[config.mk]
export PLATFORM = sky130hd
export DESIGN_NAME = mem_arbiter
export DESIGN_NICKNAME = d
export VERILOG_FILES = /design/src/fetch_pkg.sv /design/src/mem_arbiter.sv
export SDC_FILE = /design/constraint.sdc
export NUM_CORES = 1
export LEC_CHECK = 0
export BUFFER_PORTS_ARGS = -buffer_cell sky130_fd_sc_hd__clkbuf_2
export CORE_AREA = 3 3 87 89
export DETAILED_ROUTE_END_ITERATION = 12
export DIE_AREA = 0 0 90 92
export PLACE_DENSITY_LB_ADDON = 0.12
export SYNTH_ARGS = -nofsm -noshare
export SYNTH_HDL_FRONTEND = slang
export SYNTH_SLANG_ARGS = --single-unit
[constraint.sdc]
create_clock -name clk -period 2.05 [get_ports clk]
set_input_delay 0.615 -clock clk [delete_from_list [all_inputs] [get_ports clk]]
set_output_delay 0.615 -clock clk [all_outputs]
set_load 0.01 [all_outputs]
[src/fetch_pkg.sv]
// --------------------------------------
// Fetch subsystem shared definitions
// Widths, vectors, memory depth, queue
// sizing and the opcode and grant enums
// --------------------------------------
package fetch_pkg;

   // Byte address and data widths
   localparam int AW = 16;
   localparam int IW = 32;
   // Word PC width
   localparam int PCW = AW - 2;

   // Memory depth and its index width
   localparam int MEM_WORDS = 1024;
   localparam int MEM_AW = $clog2(MEM_WORDS);

   // Fetch start point and exception entries, all word addresses
   localparam logic [PCW-1:0] RESET_PC = '0;
   localparam logic [PCW-1:0] SYSCALL_VECTOR = PCW'(16'h0040 >> 2);
   localparam logic [PCW-1:0] IRQ_VECTOR = PCW'(16'h0080 >> 2);

   // Relative jump offset field
   localparam int OFFW = 16;
   // Opcode field in the top bits
   localparam int OPW = 6;

   // Output queue depth, also the credit limit
   localparam int QDEPTH = 2;
   localparam int QCW = $clog2(QDEPTH + 1);
   localparam int QPW = $clog2(QDEPTH);

   // Other opcode values are ordinary instructions
   typedef enum logic [OPW-1:0] {
      OP_NOP         = 6'd0,
      OP_JMPREL      = 6'd1,
      OP_JMPREL_LINK = 6'd2,
      OP_SYSCALL     = 6'd3,
      OP_RET         = 6'd4
   } opcode_e;

   // Memory port owner, also the pending response tag
   typedef enum logic [1:0] {
      GNT_NONE,
      GNT_DATA,
      GNT_FETCH
   } gnt_e;

endpackage
[src/mem_arbiter.sv]
`timescale 1ns/1ps
// --------------------------------------
// Memory port arbiter
// Data port first, fetch otherwise, and
// one-cycle responses steered back
// --------------------------------------
module mem_arbiter import fetch_pkg::*; (
   input  logic           clk,
   input  logic           rst_n,
   input  logic           dport_req,
   input  logic           dport_we,
   input  logic [PCW-1:0] dport_addr,
   input  logic [IW-1:0]  dport_wdata,
   input  logic           fcmd_valid,
   input  logic [PCW-1:0] fcmd_addr,
   input  logic [IW-1:0]  mem_rdata,
   output logic           fcmd_ready,
   output logic           frsp_valid,
   output logic [IW-1:0]  frsp_data,
   output logic [PCW-1:0] frsp_id,
   output logic           dport_rvalid,
   output logic [IW-1:0]  dport_rdata,
   output logic           mem_en,
   output logic           mem_we,
   output logic [PCW-1:0] mem_addr,
   output logic [IW-1:0]  mem_wdata
);

   gnt_e           gnt;
   gnt_e           rsp_tag;
   logic [PCW-1:0] rsp_id;

   // Fixed priority, data port never waits
   assign gnt = dport_req ? GNT_DATA : (fcmd_valid ? GNT_FETCH : GNT_NONE);
   assign fcmd_ready = !dport_req;

   assign mem_en    = (gnt != GNT_NONE);
   assign mem_we    = (gnt == GNT_DATA) && dport_we;
   assign mem_addr  = (gnt == GNT_DATA) ? dport_addr : fcmd_addr;
   assign mem_wdata = dport_wdata;

   // Writes return nothing, so no tag for them
   always_ff @(posedge clk) begin
      if (!rst_n)
         rsp_tag <= GNT_NONE;
      else
         rsp_tag <= mem_we ? GNT_NONE : gnt;
   end

   // Fetched address comes back as the id
   always_ff @(posedge clk) begin
      rsp_id <= fcmd_addr;
   end

   assign frsp_valid   = (rsp_tag == GNT_FETCH);
   assign frsp_data    = mem_rdata;
   assign frsp_id      = rsp_id;
   assign dport_rvalid = (rsp_tag == GNT_DATA);
   assign dport_rdata  = mem_rdata;

   // Data read answers next cycle, with no fetch response beside it
   a_data_rsp: assert property (@(posedge clk) disable iff (!rst_n)
      dport_req && !dport_we |=> dport_rvalid && !frsp_valid);
   a_fetch_rsp: assert property (@(posedge clk) disable iff (!rst_n)
      fcmd_valid && fcmd_ready |=> frsp_valid && frsp_id == $past(fcmd_addr));

endmodule

# After elaboration in Yosys (flattened, before gate mapping)
# Cells that the tools add are included.
[classes]
add_sub_neg = 0
mul = 0
div = 0
magnitude_cmp = 0
n_eq_ne = 3
shift = 0
n_mux = 3
n_bitwise = 1
n_reduce_logical = 4
[ops]
columns = ["cell", "n"]
rows = [
  ["two-way mux 14 bit", 1],
  ["== test 2 x 1 -> 1 bit, second input constant", 2],
  ["two-way mux 2 bit", 2],
  ["== test 2 bit, second input constant", 1],
  ["nonzero test 2 bit", 1],
  ["OR reduction 2 bit", 1],
  ["logical AND 1 bit", 1],
  ["zero test 1 bit", 1],
  ["NOT 1 bit", 1],
]
[word_totals]
reg_bits = 16
latchBits = 0
mem_bits_rw = 0
romBits = 0
input_bits = 97
out_inout_bits = 129
elab_cells = 13
memories = 0

# Longest topological paths before layout
# Gate-level depths: netlist (run 1).
[depth]
depth_word = 5
depth_mapped = 3
depth_no_buf = 1

# Worst setup path after synthesis (run 1)
# OpenSTA, ideal clock, no wires.
[synth_path]
path_kind = "input -> output"
start = "input dport_req"
end = "output mem_addr[10]"
arrival_time_ps = 1174
t_required_ps = 1435
slack_ps = 261
stages = 3
path_buffers = 2
cell_sequence = "buf_6 > buf_12 > mux2_4"
[synth_between]
elab_chain_cells = 3
[synth_lines]
columns = ["item", "line", "source"]
rows = [
  ["from (decl)", "mem_arbiter.sv:10", "input logic dport_req,"],
  ["two-way mux 2 bit", "mem_arbiter.sv:34", "assign gnt = dport_req ? GNT_DATA : (fcmd_valid ? GNT_FETCH : GNT_NONE);"],
  ["== test 2 x 1 -> 1 bit", "mem_arbiter.sv:39", "assign mem_addr = (gnt == GNT_DATA) ? dport_addr : fcmd_addr;"],
  ["two-way mux 14 bit", "mem_arbiter.sv:39", ""],
  ["to (decl)", "mem_arbiter.sv:25", "output logic [PCW-1:0] mem_addr,"],
]
# No other way between the ends.

# Final worst setup path (run 1)
[layout_path]
start = "input dport_req"
end = "output mem_addr[12]"
# Same word-level chain as after synthesis.

==> reports/qor_table.md, run 1 <==
| Item | Value |
|:---|:---|
| Cells traversed along the worst timing path | clkbuf_2 -> buf_12 -> mux2_2 -> clkbuf_2 |
| Area delta synth->final | -17.82% |
| Post-Synthesis Mean Instance Area | 9.620 um^2 |
| DRC | 0 |
| Layout cells sized above 1 | 81.31% |
| Netlist area before placement | 1299 um^2 |
| Clock-pin slew on the worst setup and hold paths | 0.06 ns |
| Sequential element share of the synthesized area | 24.66% |
| Width of the chip | 90 um |
| Final antenna-violating net count | 0 |
| Largest area contributor in the synthesized netlist | buf_4 |
| Share of the clock period used by the worst path | 95.79% |
| Simple-gate share of the synthesized area | 3.565% |
| Total negative slack | 0 ns |
| Most prevalent standard cell on the critical path | clkbuf_2 |
| Total number of H-tree levels | 1 |
| TritonCTS clock tree | done |
| Count of maximum capacitance violations | 0 |
| Static leakage | 0.5501 nW |
| Area fraction in compound gates after synthesis | 0% |
| Area share of the leading cell type in the synthesized netlist | 55.49% |
| Total nets after synthesis | 232 |
| Worst Path Required | 1.43 ns |
| Buffer count from post-CTS setup fixing | 0 |
| Sink count of the clock tree | 16 |
| Average detailed-routed wire length per instance | 14.58 um |
| Post-route insts no fill | 203 |
| Clock period minus final worst setup slack | 1.964 ns |
| Hold-fix buffer count after cts | 0 |
| Ant. Diodes | 0 |
| Synth Area in XOR/XNOR | 0% |
| HP Class | input port to flop |
| Via count of the first global-routing pass | 716 |
| Synthesized instance count | 135 |
| Worst endpoint data arrival time | 1.35 ns |
| Worst ir drop on vdd | 227.8 uV |
| TritonCTS buffer count | 3 |
| Setup repair after global routing missed its margin | false |
| Core region area | 6832 um^2 |
| All-layer global routing usage | 6.569% |
| Pin count of the biggest net entering global routing | 20 |
| Library cell used as clock root buffer | clkbuf_8 |
| Top-level I/O count | 226 |
| Post-cts sizing count | 0 |
| Total congestion overflow after global routing | 0 |
| Count of final setup violators | 0 |
| 1st-iter DRT viols | 3 |
| Number of buffers on the longest clock path | 2 |
| Net count of the finished layout | 205 |
| Cell row count | 30 |
| Pre-Repair DR Iteration Count | 2 |
| Overall die height | 92 um |
| Launching element type of the critical path | input port |
| # port buffers | 65 |
| Yosys warns | 0 |
| CP peak stage delay | 0.34 ns |
| Max-slew violations | 0 |
| Routability congestion estimate from global placement | 0.7222 |
| Critical Path Sink Type | output port |
| Most area-consuming cells after synthesis | buf_4 55%, dfxtp_1 25%, mux2_2 7.8%, mux2_4 5.8%, and3b_2 1.5% |
| Transition time at the pin with the least slew margin | 0.1101 ns |
| Type of the worst setup path | input port to output port |
| Multiplexer fraction of the synthesized cell area | 13.58% |
| Wire length of the first global-routing pass | 4.353 mm |
| Number of hold-slack violations in the final timing report | 0 |
| Area of the die | 8280 um^2 |
| Dominant combinational cell family by area after synthesis | buffers and inverters |
| Wirelength, routed | 2.959 mm |
| Relative slew margins | 92.66% |
| Power per unit of standard cell area | 702.0 nW/um^2 |
| Via count | 636 |
| Fmax | 509.3 MHz |
| Cell total after placement | 199 |
| Outcome | finished, final reports clean |
| Arithmetic-cell share of the synthesized area counting full adders, half adders and majority gates | 0% |
| Number of antenna violations at the first check in global routing | 0 |
| Vias per inst | 3.133 |
| Highest-delay cell along the critical path | mux2_2 |
| Number of distinct library cells after synthesis | 11 |
| Top fanout value on the critical path | 19 |
| Effective utilization at floorplan | 19.01% |
| Synthesis-stage register bit count | 16 |
area by class of cell:
cell class	instances	area, um^2
clock buffers	4	55.05
fillers	806	5764
inverters	1	3.754
multi-input cells	20	222.7
flip-flops and latches	16	320.3
well taps	96	120.1
repair buffers	66	345.3
flip-flops by register name, indices dropped and copies added (netlist names):
register / count
frsp_id: 14
rsp_tag: 2
report_power, final:
part           switching [mW]  leakage (nW)  internal, mW
Sequential            0.00401         0.135         0.327
Combinational          0.0642         0.387        0.0787
Clock                   0.105        0.0288         0.170
Yosys cell counts:
cell	instances
and2_2	1
mux2_2	9
and3b_2	2
inv_1	1
dfxtp_1	16
buf_4	96
buf_12	1
buf_6	1
nor2b_1	2
or2_1	1
mux2_4	5
worst paths after layout:
check	from	end	slack (ns)	cells after the start
worst max-delay path	dport_req	mem_addr[12]	0.09	4
worst min-delay path	fcmd_addr[1]	frsp_id[1]	0.48	1
cells by family after synthesis:
group                  after synthesis
multiplexers                        14
buffers and inverters               99
flip-flops                          16
AND/OR/NAND/NOR                      6
placed cells by master (no fill, tap or decap):
cell	synthesis	final
clkbuf_2	0	65
dfxtp_1	16	16
mux2_2	9	9
mux2_4	5	5
clkbuf_8	0	4
nor2b_1	2	2
and3b_2	2	2
inv_1	1	1
or2_1	1	1
and2_2	1	1
buf_12	1	1
critical path, delay by kind of cell:
family   cells  cell delay (ns)
buf+inv      3             0.39
mux          1             0.34
layer usage:
layer  up-vias  track usage [%]  wire (um)
met4         0            4.209        125
met2        80            12.07       1674
met5         -                0          0
met1       251            4.309        601
met3        33            5.414        558
li1        272                -          -
metrics by stage:
| step | hold slack, ns | setup slack, ns | area (um^2) | total power [mW] | util (%) |
|---|---|---|---|---|---|
| 2_1_floorplan | 0.6427 | 0.2615 | 1299 | 0.5996 | - |
| 6_report | 0.4785 | 0.08640 | 1067 | 0.7492 | 15.62 |
| 4_1_cts | 0.4669 | 0.07718 | 1067 | 0.7708 | 15.62 |
| 3_3_place_gp | 0.7338 | 0.08795 | 1012 | 0.4859 | 14.82 |
| 3_5_place_dp | 0.7333 | 0.07726 | 1012 | 0.4847 | 14.82 |
| 5_1_grt | 0.4683 | 0.05151 | 1067 | 0.7918 | 15.62 |
Note: power is estimated with default switching activity, not from simulation.
==> inputs of run 2 (changes only) <==
--- a/config.mk
+++ b/config.mk
@@ -9,6 +9,7 @@
 export CORE_AREA = 3 3 87 89
 export DETAILED_ROUTE_END_ITERATION = 12
 export DIE_AREA = 0 0 90 92
+export MAX_ROUTING_LAYER = met4
 export PLACE_DENSITY_LB_ADDON = 0.12
 export SYNTH_ARGS = -nofsm -noshare
 export SYNTH_HDL_FRONTEND = slang
==> constraint.sdc (replaced) <==
create_clock -name clk -period 2.5 [get_ports clk]
set_input_delay 0.75 -clock clk [delete_from_list [all_inputs] [get_ports clk]]
set_output_delay 0.75 -clock clk [all_outputs]
set_load 0.01 [all_outputs]
==> reports/qor_table.md, run 2 (same netlist as run 1, synthesis figures left out) <==
| Item | Value |
|:---|:---|
| Outcome | finished, final reports clean |
| Cell row count | 30 |
| Effective utilization at floorplan | 19.01% |
| Overall die height | 92 um |
| Relative slew margins | 68.70% |
| Buffer count from post-CTS setup fixing | 0 |
| Final antenna-violating net count | 0 |
| Via count | 635 |
| Worst hold slack after final layout | 0.6116 ns |
| Vias per inst | 3.144 |
| Number of hold-slack violations in the final timing report | 0 |
| Wirelength, routed | 2.948 mm |
| Ant. Diodes | 0 |
| Average detailed-routed wire length per instance | 14.59 um |
| Top fanout value on the critical path | 19 |
| Launching element type of the critical path | input port |
| TritonCTS clock tree | done |
| Count of final setup violators | 0 |
| Buffers plus inverters on the worst setup path | 2 |
| Worst endpoint data arrival time | 1.65 ns |
| Routability congestion estimate from global placement | 0.7315 |
| Pin count of the biggest net entering global routing | 20 |
| Power share of the clock group | 37.1% |
| Library cell used as clock root buffer | clkbuf_8 |
| Most prevalent standard cell on the critical path | clkbuf_2 |
| All-layer global routing usage | 6.609% |
| Clock period minus final worst setup slack | 2.401 ns |
| # port buffers | 65 |
| Layout cells sized above 1 | 81.13% |
| Net count of the finished layout | 204 |
| Setup slack of the critical path after layout | 0.09852 ns |
| HP Class | input port to flop |
| Highest-delay cell along the critical path | mux2_2 |
| Pre-Repair DR Iteration Count | 2 |
| Area delta synth->final | -19.36% |
| Width of the chip | 90 um |
| Power per unit of standard cell area | 584.6 nW/um^2 |
| DRC | 0 |
| Most common library cell in the layout ignoring fill and taps | clkbuf_2 |
| Sequential power share | 44.4% |
| Commonest cells after routing, fill and taps aside | 65 x clkbuf_2, 16 x dfxtp_1, 9 x mux2_2 |
| Net switching share of the total power | 23.35% |
| Net switching power figure | 0.1430 mW |
| Comb power frac | 18.5% |
| Type of the worst setup path | input port to output port |
| Largest register FFs | 14 |
| Count of maximum capacitance violations | 0 |
| Clock-pin slew on the worst setup and hold paths | 0.07 ns |
| Setup repair after global routing missed its margin | false |
| Share of the clock period used by the worst path | 96.06% |
| Wire length of the first global-routing pass | 4.167 mm |
| Number of buffers on the longest clock path | 2 |
| Via count of the first global-routing pass | 717 |
| Sink count of the clock tree | 16 |
| Fmax | 416.4 MHz |
| Total congestion overflow after global routing | 0 |
| Core region area | 6832 um^2 |
| Worst ir drop on vdd | 257.2 uV |
| Post-cts sizing count | 0 |
| Number of antenna violations at the first check in global routing | 0 |
| Area of the die | 8280 um^2 |
| Internal power | 0.4692 mW |
| Cells traversed along the worst timing path | clkbuf_2 -> mux2_2 -> clkbuf_2 |
| Worst Path Required | 1.75 ns |
| Total number of H-tree levels | 1 |
| 1st-iter DRT viols | 1 |
| Top-level I/O count | 226 |
| Total negative slack | 0 ns |
| TritonCTS buffer count | 3 |
| Filler Cell Count | 817 |
| Critical Path Sink Type | output port |
| Cell family with most CP delay | buffers and inverters |
| Transition time at the pin with the least slew margin | 0.4694 ns |
| CP peak stage delay | 0.39 ns |
| Max-slew violations | 0 |
| Hold-fix buffer count after cts | 0 |
| Static leakage | 0.5407 nW |
| Setup slack after placement | 0.07323 ns |
-- run 2: per-layer routing --
metal	vias to the layer above	GRT usage (%)	part of all wire [%]
met5	-	-	0
met1	250	3.962	21
met3	37	5.332	19
met2	82	11.70	55
li1	266	-	-
met4	0	4.974	5.4
-- run 2: per-stage QoR --
| stage | cell area [um^2] | instances | util (%) | total power, mW |
|---|---|---|---|---|
| 2_1_floorplan | 1299 | 135 | - | 0.4917 |
| 3_3_place_gp | 992.2 | 198 | 14.52 | 0.3943 |
| 3_5_place_dp | 992.2 | 198 | 14.52 | 0.3938 |
| 4_1_cts | 1047 | 202 | 15.33 | 0.6262 |
| 5_1_grt | 1047 | 202 | 15.33 | 0.6504 |
| 6_report | 1047 | 202 | 15.33 | 0.6122 |
-- run 2: worst paths after layout --
path | from | endpoint | slack, ns | cells past startpoint
hold / removal | fcmd_addr[13] | frsp_id[13] | 0.61 | 1
setup / recovery | dport_req | mem_addr[11] | 0.1 | 3
-- run 2: power groups by stage --
stage | registers [mW] | logic (mW) | clock network, mW
2_1_floorplan | 0.284 | 0.208 | 0
3_3_place_gp | 0.278 | 0.117 | 0
3_5_place_dp | 0.278 | 0.116 | 0
4_1_cts | 0.272 | 0.116 | 0.238
5_1_grt | 0.273 | 0.123 | 0.254
6_report | 0.272 | 0.113 | 0.227
-- run 2: area by class of cell --
cell class              count  area [um^2]  area share, %
repair buffers             65        325.3          31.06
inverters                   1        3.754         0.3584
flip-flops and latches     16        320.3          30.59
clock buffers               4        55.05          5.257
multi-input cells          20        222.7          21.27
well taps                  96        120.1          11.47
