<file path="config.mk">
export PLATFORM = sky130hd
export DESIGN_NAME = fetch_unit
export DESIGN_NICKNAME = d
export VERILOG_FILES = /design/src/fetch_pkg.sv /design/src/fetch_unit.sv /design/src/fetch_predecode.sv
export SDC_FILE = /design/constraint.sdc
export NUM_CORES = 1
export LEC_CHECK = 0
export ABC_AREA = 1
export ABC_CLOCK_PERIOD_IN_PS = 5650
export BUFFER_PORTS_ARGS = -buffer_cell sky130_fd_sc_hd__buf_2
export CORE_MARGIN = 2
export CORE_UTILIZATION = 59
export CTS_CLUSTER_DIAMETER = 100
export DETAILED_ROUTE_END_ITERATION = 10
export PLACE_DENSITY_LB_ADDON = 0.25
export SLEW_MARGIN = 0
export SYNTH_ARGS = -nofsm -noshare
export SYNTH_HDL_FRONTEND = slang
export SYNTH_SLANG_ARGS = --single-unit
</file>
<file path="constraint.sdc">
create_clock -name clk -period 5.65 [get_ports clk]
set_input_delay 0.565 -clock clk [delete_from_list [all_inputs] [get_ports clk]]
set_output_delay 0.565 -clock clk [all_outputs]
set_load 0.01 [all_outputs]
</file>
<file path="src/fetch_pkg.sv">
// --------------------------------------
// Fetch subsystem shared definitions
// Widths, vectors, memory depth, queue
// sizing and the opcode and grant enums
// --------------------------------------
package fetch_pkg;

   // Byte address and data widths
   localparam int AW = 16;
   localparam int IW = 32;
   // Word PC width
   localparam int PCW = AW - 2;

   // Memory depth and its index width
   localparam int MEM_WORDS = 1024;
   localparam int MEM_AW = $clog2(MEM_WORDS);

   // Fetch start point and exception entries, all word addresses
   localparam logic [PCW-1:0] RESET_PC = '0;
   localparam logic [PCW-1:0] SYSCALL_VECTOR = PCW'(16'h0040 >> 2);
   localparam logic [PCW-1:0] IRQ_VECTOR = PCW'(16'h0080 >> 2);

   // Relative jump offset field
   localparam int OFFW = 16;
   // Opcode field in the top bits
   localparam int OPW = 6;

   // Output queue depth, also the credit limit
   localparam int QDEPTH = 2;
   localparam int QCW = $clog2(QDEPTH + 1);
   localparam int QPW = $clog2(QDEPTH);

   // Other opcode values are ordinary instructions
   typedef enum logic [OPW-1:0] {
      OP_NOP         = 6'd0,
      OP_JMPREL      = 6'd1,
      OP_JMPREL_LINK = 6'd2,
      OP_SYSCALL     = 6'd3,
      OP_RET         = 6'd4
   } opcode_e;

   // Memory port owner, also the pending response tag
   typedef enum logic [1:0] {
      GNT_NONE,
      GNT_DATA,
      GNT_FETCH
   } gnt_e;

endpackage
</file>
<file path="src/fetch_unit.sv">
`timescale 1ns/1ps
// --------------------------------------
// Fetch unit
// PC and credit tracking, response filter
// and a small queue toward decode
// --------------------------------------
module fetch_unit import fetch_pkg::*; (
   input  logic           clk,
   input  logic           rst_n,
   input  logic           run,
   input  logic           irq,
   input  logic [PCW-1:0] epc,
   input  logic           redir_valid,
   input  logic [PCW-1:0] redir_tgt,
   input  logic           fcmd_ready,
   input  logic           frsp_valid,
   input  logic [IW-1:0]  frsp_data,
   input  logic [PCW-1:0] frsp_id,
   input  logic           insn_ready,
   output logic           fcmd_valid,
   output logic [PCW-1:0] fcmd_addr,
   output logic           insn_valid,
   output logic [IW-1:0]  insn,
   output logic [PCW-1:0] insn_pc,
   output logic           op_jmprel,
   output logic           jmprel_link,
   output logic           op_syscall,
   output logic           op_ret,
   output logic           exc_irq
);

   logic [PCW-1:0] pc;
   logic [PCW-1:0] expect_pc;
   logic [QCW-1:0] credits;
   // Queue slots, flags packed as {jmprel, link, syscall, ret, irq}
   logic [IW-1:0]  q_insn [QDEPTH];
   logic [PCW-1:0] q_pc [QDEPTH];
   logic [4:0]     q_flags [QDEPTH];
   logic [QPW-1:0] q_rd_ptr;
   logic [QPW-1:0] q_wr_ptr;
   logic [QCW-1:0] q_count;
   logic           pd_jmprel;
   logic           pd_link;
   logic           pd_syscall;
   logic           pd_ret;
   logic           pd_irq;
   logic [PCW-1:0] pd_offset;
   logic [PCW-1:0] next_pc;
   logic           issue;
   logic           keep;
   logic           drop;
   logic           q_wr;
   logic           xfer;
   logic           flow_change;

   fetch_predecode u_predecode (
      .insn          (frsp_data),
      .irq           (irq),
      .op_jmprel     (pd_jmprel),
      .jmprel_link   (pd_link),
      .op_syscall    (pd_syscall),
      .op_ret        (pd_ret),
      .exc_irq       (pd_irq),
      .jmprel_offset (pd_offset)
   );

   // Issue only with a free credit
   assign fcmd_valid = run && (credits < QCW'(QDEPTH));
   assign fcmd_addr  = pc;
   assign issue      = fcmd_valid && fcmd_ready;

   // Filter keeps only the next word on the correct path
   assign keep = frsp_valid && (frsp_id == expect_pc);
   assign drop = frsp_valid && !keep;
   assign q_wr = keep && !redir_valid;
   assign xfer = insn_valid && insn_ready;

   // Successor of a kept word, interrupt first
   assign next_pc = pd_irq ? IRQ_VECTOR :
                    pd_syscall ? SYSCALL_VECTOR :
                    pd_ret ? epc :
                    pd_jmprel ? frsp_id + pd_offset :
                    frsp_id + 1'b1;
   assign flow_change = keep && (pd_irq || pd_syscall || pd_ret || pd_jmprel);

   always_ff @(posedge clk) begin
      if (!rst_n) begin
         pc        <= RESET_PC;
         expect_pc <= RESET_PC;
         credits   <= '0;
         q_rd_ptr  <= '0;
         q_wr_ptr  <= '0;
         q_count   <= '0;
      end else if (redir_valid) begin
         pc        <= redir_tgt;
         expect_pc <= redir_tgt;
         // Fetch accepted now is still owed a credit
         credits   <= QCW'(issue);
         q_rd_ptr  <= '0;
         q_wr_ptr  <= '0;
         q_count   <= '0;
      end else begin
         if (flow_change)
            pc <= next_pc;
         else if (issue)
            pc <= pc + 1'b1;
         if (keep)
            expect_pc <= next_pc;
         credits <= credits + QCW'(issue) - QCW'(xfer) - QCW'(drop);
         q_count <= q_count + QCW'(q_wr) - QCW'(xfer);
         if (q_wr)
            q_wr_ptr <= (q_wr_ptr == QPW'(QDEPTH - 1)) ? '0 : q_wr_ptr + 1'b1;
         if (xfer)
            q_rd_ptr <= (q_rd_ptr == QPW'(QDEPTH - 1)) ? '0 : q_rd_ptr + 1'b1;
      end
   end

   // Queue payload
   always_ff @(posedge clk) begin
      if (q_wr) begin
         q_insn[q_wr_ptr]  <= frsp_data;
         q_pc[q_wr_ptr]    <= frsp_id;
         q_flags[q_wr_ptr] <= {pd_jmprel, pd_link, pd_syscall, pd_ret, pd_irq};
      end
   end

   // Head of queue toward decode, dropped during a redirect
   assign insn_valid = (q_count != '0) && !redir_valid;
   assign insn       = q_insn[q_rd_ptr];
   assign insn_pc    = q_pc[q_rd_ptr];
   assign {op_jmprel, jmprel_link, op_syscall, op_ret, exc_irq} = q_flags[q_rd_ptr];

   a_credit_limit: assert property (@(posedge clk) disable iff (!rst_n)
      credits <= QCW'(QDEPTH));
   a_no_overflow: assert property (@(posedge clk) disable iff (!rst_n)
      !(q_wr && q_count == QCW'(QDEPTH)));
   // Queue is empty the cycle after a redirect
   a_redir_blocks: assert property (@(posedge clk) disable iff (!rst_n)
      redir_valid |=> !insn_valid);

endmodule

</file>
<file path="src/fetch_predecode.sv">
`timescale 1ns/1ps
// --------------------------------------
// Instruction predecoder
// Flags jumps, syscalls, returns and
// interrupts, extracts the jump offset
// --------------------------------------
module fetch_predecode import fetch_pkg::*; (
   input  logic [IW-1:0]  insn,
   input  logic           irq,
   output logic           op_jmprel,
   output logic           jmprel_link,
   output logic           op_syscall,
   output logic           op_ret,
   output logic           exc_irq,
   output logic [PCW-1:0] jmprel_offset
);

   opcode_e op;

   // Opcode sits in the top bits
   assign op = opcode_e'(insn[IW-1 -: OPW]);

   // Signed word offset, resized to the PC width
   assign jmprel_offset = PCW'(signed'(insn[OFFW-1:0]));

   always_comb begin
      op_jmprel   = 1'b0;
      jmprel_link = 1'b0;
      op_syscall  = 1'b0;
      op_ret      = 1'b0;
      // Interrupt wins, the word is not executed
      exc_irq     = irq;
      if (!irq) begin
         case (op)
            OP_JMPREL: op_jmprel = 1'b1;
            OP_JMPREL_LINK: begin
               op_jmprel   = 1'b1;
               jmprel_link = 1'b1;
            end
            OP_SYSCALL: op_syscall = 1'b1;
            OP_RET: op_ret = 1'b1;
            default: ;
         endcase
      end
   end

endmodule

</file>
Word level (Yosys, flattened, before mapping)
Memory sizes are Yosys's and may differ from the RTL's. A register that Yosys moved wholly into a read port is not among the register bits. Cells that the tools add are included.

Register bits after elaboration: 34. Bits in latches: 0. RAM bits: 102. Bits in read-only memories: 0. Input bits: 82. Output and inout bits: 67. Word-level logic and storage cells: 73. Memories: 3.

$add $sub $neg: 10. Multiply operators: 0. Divide/modulo/power cells: 0. $lt $le $gt $ge: 1. Equal/unequal tests: 5. Shift-type cells: 0. Muxes and demuxes: 28. Bitwise logic cells: 1. Reduce and logical (&&, ||, !) cells: 18.

Memories: q_insn (depth 2, width 32, rd ports 1, clocked after Yosys merged registers in 1, wr ports 1, RTL line fetch_unit.sv:36) `logic [IW-1:0] q_insn [QDEPTH];`; q_pc (depth 2, width 14, rd ports 1, clocked after Yosys merged registers in 1, wr ports 1, RTL line fetch_unit.sv:37) `logic [PCW-1:0] q_pc [QDEPTH];`; q_flags (depth 2, width 5, rd ports 1, clocked after Yosys merged registers in 1, wr ports 1, RTL line fetch_unit.sv:38) `logic [4:0] q_flags [QDEPTH];`.

Operators with widths (count): 14-bit two-way mux (9); 14-bit by 1-bit adder with 14-bit output (second input constant) (2); 1-bit two-way mux (19); 14-bit adder (1); 14-bit equality test (1); 6-bit by 2-bit equality test with 1-bit output (second input constant) (2); 1-bit logical AND (8); 6-bit by 1-bit equality test with 1-bit output (second input constant) (1); 6-bit by 3-bit equality test with 1-bit output (second input constant) (1); 2-bit by 1-bit subtractor with 2-bit output (3); 2-bit by 1-bit adder with 2-bit output (2); 2-bit nonzero test (2); 2-bit OR reduction (2); 1-bit logical OR (3); 3-bit nonzero test (1); 1-bit adder (second input constant) (2); 1-bit zero test (2); 2-bit < comparator (second input constant) (1); 1-bit inverter (1).

Depth between registers and ports, before layout
Gate-level depths: netlist of run 1.

Depth after elaboration: 10. Gate-level depth with buffers: 22. Depth with buffers taken out: 21.

By module
A second synthesis of run 1 with hierarchy kept.

Cell total of the unflattened synthesis: 782. Area, all modules: 7220.7 um^2.

Modules (own cells, without submodules): fetch_unit (instances 1, cells each 751, area each 7035.5 um^2, seq. area each 3763.6 um^2); fetch_predecode (instances 1, cells each 31, area each 185.2 um^2, seq. area each 0.0 um^2).

Worst setup path after synthesis of run 1
Ideal clock, no wire load.

Kind: in2reg. Start point: input frsp_id[7]. End point: memory q_flags[1][0], enable pin. Setup time: 0.460 ns. Data arrival time: 3.584 ns. Required time: 5.190 ns. Path slack: 1.606 ns. Cell stages on the path: 8. Path buffers: 0. Cell sequence: or2_0 > a21oi_1 > nand3_1 > nor2_2 > nand2_1 > inv_1 > nand2_1 > nor2_1.

Cells in the longest elaborated chain, start to end: 5.

Ends and longest elaborated chain: start: declaration (RTL line fetch_unit.sv:18) `input logic [PCW-1:0] frsp_id,`; 14-bit equality test (RTL line fetch_unit.sv:73) `assign keep = frsp_valid && (frsp_id == expect_pc);`; 1-bit logical AND (RTL line fetch_unit.sv:73); 1-bit logical AND (RTL line fetch_unit.sv:75) `assign q_wr = keep && !redir_valid;`; 1-bit two-way mux (RTL line fetch_unit.sv:120) `if (q_wr) begin`; 1-bit two-way mux (implied by the code) (RTL line fetch_unit.sv:123) `q_flags[q_wr_ptr] <= {pd_jmprel, pd_link, pd_syscall, pd_ret, pd_irq};`; end: declaration (RTL line fetch_unit.sv:38).

No other way between the ends.

Worst setup path after layout of run 1
Start point: input frsp_data[29]. End point: register expect_pc[6].

Cells in the longest elaborated chain, start to end: 10. Elaborated cells between the ends (all ways): 17. Classes of those cells: eq/ne: 4; mux: 12; reduce/logical: 1.

Ends and longest elaborated chain: start: declaration (RTL line fetch_unit.sv:17) `input logic [IW-1:0] frsp_data,`; 6-bit by 1-bit equality test with 1-bit output or 6-bit by 2-bit equality test with 1-bit output (tied branches) (RTL line fetch_predecode.sv:34) `case (op)`; 2-bit OR reduction (no source line) (*); 1-bit two-way mux (*) (RTL line fetch_predecode.sv:34); 1-bit two-way mux (*) (RTL line fetch_predecode.sv:33) `if (!irq) begin`; named net pd_jmprel (RTL line fetch_unit.sv:42) `logic pd_jmprel;`; 14-bit two-way mux (*) (RTL line fetch_unit.sv:82) `pd_jmprel ? frsp_id + pd_offset :`; 14-bit two-way mux (*) (RTL line fetch_unit.sv:81) `pd_ret ? epc :`; 14-bit two-way mux (*) (RTL line fetch_unit.sv:80) `pd_syscall ? SYSCALL_VECTOR :`; 14-bit two-way mux (*) (RTL line fetch_unit.sv:79) `assign next_pc = pd_irq ? IRQ_VECTOR :`; 14-bit two-way mux (*) (RTL line fetch_unit.sv:107) `if (keep)`; 14-bit two-way mux (*) (RTL line fetch_unit.sv:94) `end else if (redir_valid) begin`; end signal: assignment (RTL line fetch_unit.sv:96) `expect_pc <= redir_tgt;`; end signal: assignment (RTL line fetch_unit.sv:108) `expect_pc <= next_pc;`; end: declaration (RTL line fetch_unit.sv:33) `logic [PCW-1:0] expect_pc;`.

The timed path passes the listed nets; every way through them passes the cells marked *. The select of a mux whose other input is x is not followed. A chain may end at the register's enable or synchronous reset.

==> summary.txt, run 1 <==
STA
  • Worst slew pin tran: 0.988 ns
  • Clock Skews: 0.00907 ns
  • Final WS setup: 2.44 ns
  • Final slew viol count: 0
  • Max Clock Freq: 0.312 GHz
  • Slew margin rel.: 0.340
  • Final hold violation count: 0
  • Min cycle time layout: 3.21 ns
  • Final worst-path cycle share: 0.567
  • Setup TNS: 0 ns
  • RSZ-0062 raised after global routing: false
  • Final setup viols: 0

Detailed routing
  • Wire length per cell: 15.7 µm
  • Vias per inst: 5.38
  • Final ANT Viol Nets: 0
  • DR vias: 5,471
  • WL final: 15,900 µm
  • Post-route DRC: 0
  • Drt pass-1 iters: 6
  • DR iter-0 viols: 531

Global routing
  • Initial antenna violation count: 1
  • Total gr overflow: 0
  • Vias in the first global route: 5,386
  • All-layer global routing usage: 0.254
  • First-pass GRT wire length: 25,500 µm
  • Largest net degree at the start of global routing: 52

Critical path
  • Required time of the critical path: 5.94 ns
  • CP Buf/Inv Count: 2
  • Slowest stage cell, crit path: fa_1
  • Worst Setup SP: frsp_data[29]
  • CP Launch Type: input pin
  • Cells along the critical path: buf_2, nor2_2, nand3_2, nor2_4, inv_2, or2_2, ha_1, fa_1, nand3_1, nand2_1, nand2_1, nand2_1, xor2_1, o21ai_0, nand2_1, nand2_1, a21oi_1
  • Reg2reg setup slack: 2.69 ns
  • WP data arrival: 3.50 ns
  • Top Family by Delay on Critical Path: simple AND/OR/NAND/NOR gates
  • CP max FO: 14
  • Critical path class: in -> reg
  • Crit end category: register
  • R2r startpoint: expect_pc[12]
  • Crit-path max cell delay: 0.43 ns
  • Most used cell, CP: nand2_1

Clocking
  • Post-CTS Setup Bufs: 0
  • Cts hold-fix bufs: 0
  • Clk sink count: 137
  • H-tree Lvls: 4
  • Clock latency on the worst-skew pair: 0.41 ns
  • Post-CTS sizing: 0
  • Root Driver: clkbuf_16
  • Num CTS Buffers: 17
  • Clk buf depth: 2
  • CTS clk-pin slew, worst paths: 0.06 ns
  • CTS tree: built

Placement
  • Final HPWL DP: 11,300 µm
  • Gpl congestion: 0.915
  • Placed Cells incl. Taps: 983
  • Pre-CTS setup slack: 2.10 ns
  • I/O Buffers: 148

Finish
  • Layout cells sized above 1: 0.292
  • Post-route insts no fill: 1,016
  • Final net count: 960
  • Final core occ: 0.735
  • Layout area overhead: 20.9%

Die
  • Height of the die: 113 µm
  • Core Region: 0.0115 mm²
  • Initial Util: 0.608
  • FP Rows: 39
  • Die X: 113 µm
  • DIE AREA: 0.0127 mm²
  • # IOs: 149

Power
  • Peak VDD IR: 0.000224 V
  • Power Dens Cells: 293 mW/mm²
  • Overall power: 2.47 mW
  • P_leak: 3.82 nW

Run status
  • Outcome: finished clean

Logic synthesis
  • Synth warnings: 0
  • Yosys reg bits: 137
  • Seq/Total Area, Yosys: 0.540
  • Cells after synthesis: 709
  • Mapped Nets: 810
  • Primary FF master, synth: edfxtp_1
  • Syn Area/Cell: 9.83 µm²
  • Mapped cell area: 0.00697 mm²
  • Distinct cells, synth: 42
  • Number of synthesized flops with an enable pin: 102
  • Ys async rst share: 0

Flow run
  • Max cap viols: 0

Worst hold path
  • Tightest Hold Check Type: in -> reg
  • Hold_sp: frsp_data[22]
[through the flow]
step / hold slack (ns) / area (µm²)
3_3_place_gp: 0.448 / 7800
5_1_grt: 0.329 / 8430
4_1_cts: 0.328 / 8430
3_5_place_dp: 0.457 / 7800
6_report: 0.338 / 8430
2_1_floorplan: 0.440 / 6970
[worst register-to-register path: stages (launching register included)]
cell and delay (ns):
dfxtp_1 0.38, xnor2_1 0.14, nand2_1 0.06, nor2_1 0.16
nand3_1 0.12, nor2_2 0.13, nand2_1 0.14, inv_1 0.15
nand2_1 0.15, nor2_4 0.78, buf_4 0.42
[synthesized netlist by cell type (all sizes together), types with 5 or more instances]
cell type	n	area (µm²)
inv	71	267
nand4	5	31.3
a21oi	43	230
or2	5	31.3
nor2	67	267
a21boi	10	75.1
dfxtp	35	701
xnor2	13	114
ha	17	213
o21ai	27	135
edfxtp	102	3060
xor2	17	149
clkbuf	10	37.5
buf	10	77.6
nand3	37	200
nand2	169	644
mux2	51	574
[power breakdown]
| part | leakage, nW | switching, mW | internal [mW] |
|---|---|---|---|
| combinational | 2.30 | 0.117 | 0.0774 |
| sequential | 1.22 | 0.0181 | 1.10 |
| clock | 0.294 | 0.413 | 0.752 |
| total | 3.82 | 0.548 | 1.92 |
[worst paths after layout]
path,end,depth (start not counted)
hold reg to reg,q_wr_ptr,2
setup reg to reg,q_flags[1][1],10
hold / removal,q_insn[0][22],1
setup / recovery,expect_pc[6],17
[area by class of cell]
type                       count  area, µm²
antenna                        1       2.50
clock buffer                  21        450
clock inverter                11        170
fill                         809       3040
inverter                      72        270
multi-input combinational    480       2830
sequential                   137       3760
tap                          143        179
timing repair buffer         151        763
[layer usage]
layer / vias to the layer above / part of all wire / track usage
li1: 2691 / - / -
met1: 2516 / 0.41 / 0.335
met2: 236 / 0.49 / 0.420
met3: 28 / 0.082 / 0.0540
met4: 0 / 0.019 / 0.0870
met5: - / 0 / 0
[placed cells by master (no fill, tap or decap), types with 5 or more instances in the layout]
| master | count |
|---|---|
| ha_1 | 17 |
| nand3_1 | 34 |
| o21ai_0 | 26 |
| a21oi_1 | 39 |
| xnor2_1 | 13 |
| xor2_1 | 17 |
| a21boi_0 | 8 |
| nand4_1 | 5 |
| inv_2 | 5 |
| nand2_1 | 167 |
| buf_2 | 148 |
| dfxtp_1 | 34 |
| edfxtp_1 | 102 |
| inv_1 | 66 |
| mux2_2 | 51 |
| clkbuf_16 | 17 |
| nor2_1 | 62 |
[flip-flops by register name, indices dropped and copies added (netlist names), named ones only]
name / cells
expect_pc: 14
q_flags: 10
q_wr_ptr: 1
credits: 2
q_count: 2
q_pc: 28
fcmd_addr: 14
q_insn: 64
q_rd_ptr: 1
[cell families (layout without fill, tap and decap cells)]
group / count (synthesis) / in the layout / synth area share
simple gates: 289 / 289 / 0.173
flops: 137 / 137 / 0.540
buf+inv: 92 / 255 / 0.0553
compound gates: 90 / 90 / 0.0736
mux: 52 / 52 / 0.0838
xor+xnor: 30 / 30 / 0.0377
fa+ha+maj: 19 / 19 / 0.0363
other cells: 0 / 1 / 0
Power figures use the tool's default switching activity.
==> run 2, diff against run 1 <==
--- a/config.mk
+++ b/config.mk
@@ -6,10 +6,10 @@
 export NUM_CORES = 1
 export LEC_CHECK = 0
 export ABC_AREA = 1
-export ABC_CLOCK_PERIOD_IN_PS = 5650
+export ABC_CLOCK_PERIOD_IN_PS = 2600
 export BUFFER_PORTS_ARGS = -buffer_cell sky130_fd_sc_hd__buf_2
 export CORE_MARGIN = 2
-export CORE_UTILIZATION = 59
+export CORE_UTILIZATION = 50
 export CTS_CLUSTER_DIAMETER = 100
 export DETAILED_ROUTE_END_ITERATION = 10
 export PLACE_DENSITY_LB_ADDON = 0.25
==> constraint.sdc (replaced) <==
create_clock -name clk -period 2.6 [get_ports clk]
set_input_delay 0.26 -clock clk [delete_from_list [all_inputs] [get_ports clk]]
set_output_delay 0.26 -clock clk [all_outputs]
set_load 0.01 [all_outputs]
==> summary.txt, run 2 (synthesis gave the netlist of run 1 again) <==
Die
  • Height of the die: 122 µm
  • Die X: 122 µm
  • Initial Util: 0.506
  • # IOs: 149
  • FP Rows: 43
  • DIE AREA: 0.0149 mm²
  • Core Region: 0.0138 mm²

Finish
  • N_diodes: 0
  • Commonest non-fill, non-tap cell in the layout: nand2_1
  • Regs by FF count: q_insn x64, q_pc x28
  • Final Cell Area: 0.00861 mm²
  • Max reg flops: 64
  • Top reg by flops: q_insn
  • Layout area overhead: 23.6%
  • Post-route insts no fill: 1,074
  • Final core occ: 0.625
  • Most frequent cells in the layout: nand2_1, buf_2, edfxtp_1
  • Layout cells sized above 1: 0.306
  • Final net count: 984

Power
  • P_leak: 3.90 nW
  • Comb power frac: 0.086
  • Switching Fraction: 0.223
  • Clk pwr share: 0.438
  • Power Dens Cells: 590 mW/mm²
  • Sequential share of power: 0.476
  • Peak VDD IR: 0.000430 V
  • Internal power: 3.95 mW
  • Overall power: 5.08 mW
  • Sw Pwr: 1.13 mW

Critical path
  • Cells along the critical path: buf_2, nor2_2, nand3_2, nor2_4, inv_2, or2_2, ha_1, fa_1, nand3_1, nand2_1, nand2_1, nand2_1, xor2_1, o21ai_0, nand2_1, nand2_1, a21oi_2
  • Top Family by Delay on Critical Path: simple AND/OR/NAND/NOR gates
  • Crit end category: register
  • Critical path class: in -> reg
  • WP data arrival: 2.67 ns
  • Worst Setup SP: frsp_data[29]
  • Most used cell, CP: nand2_1
  • Crit-path max cell delay: 0.40 ns
  • Required time of the critical path: 2.90 ns
  • R2r startpoint: expect_pc[12]
  • CP max FO: 4
  • Slowest stage cell, crit path: fa_1
  • CP Buf/Inv Count: 2
  • CP Launch Type: input pin

Detailed routing
  • Final ANT Viol Nets: 0
  • Post-route DRC: 0
  • WL final: 16,000 µm
  • Wire length per cell: 14.9 µm
  • DR iter-0 viols: 357
  • DR vias: 5,411
  • Drt pass-1 iters: 5
  • Vias per inst: 5.04

STA
  • Max Clock Freq: 0.423 GHz
  • Hold_ws: 0.0398 ns
  • Final worst-path cycle share: 0.909
  • Final hold violation count: 0
  • Worst slew pin tran: 0.470 ns
  • Min cycle time layout: 2.36 ns
  • RSZ-0062 raised after global routing: false
  • Final setup viols: 0
  • Final slew viol count: 0
  • Clock Skews: 0.0159 ns
  • Slew margin rel.: 0.686

Worst hold path
  • Tightest Hold Check Type: in -> reg
  • Hold_sp: frsp_data[25]

Clocking
  • Root Driver: clkbuf_16
  • Clk sink count: 137
  • Num CTS Buffers: 17
  • Clk buf depth: 2
  • CTS clk-pin slew, worst paths: 0.06 ns
  • Clock latency on the worst-skew pair: 0.42 ns
  • H-tree Lvls: 4
  • CTS tree: built
  • Post-CTS Setup Bufs: 0

Placement
  • Placed Cells incl. Taps: 1,044
  • Gpl congestion: 0.861
  • Final HPWL DP: 11,700 µm
  • Placement Cell Area: 0.00807 mm²
  • I/O Buffers: 148

Global routing
  • First-pass GRT wire length: 25,100 µm
  • Vias in the first global route: 5,163
  • Largest net degree at the start of global routing: 52
  • Total gr overflow: 0
  • Initial antenna violation count: 0
  • All-layer global routing usage: 0.220

Flow run
  • Max cap viols: 0

Run status
  • Outcome: finished clean
## run 2: layout make-up
class | instances | area, µm²
Inverter | 72 | 274
Timing Repair Buffer | 175 | 981
Sequential cell | 137 | 3760
Multi-Input combinational cell | 480 | 2830
Fill cell | 1175 | 5160
Clock buffer | 20 | 437
Clock inverter | 10 | 105
Tap cell | 180 | 225
## run 2: final timing paths
kind	to	slack, ns	cells after the start
worst max-delay path	fcmd_addr[6]	0.24	17
worst min-delay path	q_insn[0][25]	0.04	1
worst max register to register	q_count[1]	0.28	14
worst min register to register	q_wr_ptr	0.48	2
## run 2: worst reg2reg max path, cell delays in order, from the launching register on
cell     delay (ns)
dfxtp_1        0.37
xnor2_1        0.13
nand2_1        0.07
nor2_1         0.15
nand3_1        0.12
nor2_2         0.13
nand2_1        0.10
inv_1          0.09
nand2_1        0.08
ha_1           0.27
inv_1          0.04
ha_1           0.18
xnor2_1        0.14
or2_2          0.27
a21oi_1        0.12
## run 2: stage by stage
step	TNS [ns]	setup slack (ns)
after detailed placement	-0.873	-0.176
after global placement	-0.632	-0.145
after floorplan	0	0.0985
after CTS	0	0.254
final	0	0.236
after global routing	0	0.00799
## run 2: power groups by stage
stage | registers, mW | clock network, mW | logic (mW)
3_5_place_dp | 2.46 | 0 | 0.433
3_3_place_gp | 2.46 | 0 | 0.424
2_1_floorplan | 2.46 | 0 | 0.241
4_1_cts | 2.42 | 2.25 | 0.438
5_1_grt | 2.42 | 2.36 | 0.491
6_report | 2.42 | 2.22 | 0.438
## run 2: metal layers
metal,share of wire,track usage,vias to the layer above,wire length [µm]
met5,0,0,-,0
met2,0.47,0.359,170,7600
met1,0.46,0.294,2491,7410
met3,0.056,0.0571,10,904
li1,-,-,2740,-
met4,0.0071,0.0575,0,114
## run 2: what timing repair did
item / CTS / global route
endpoints found under the setup margin: 0 / 2
resized for setup: 0 / 1
hold buffers: 0 / 0
endpoints found under the hold margin: 0 / 0
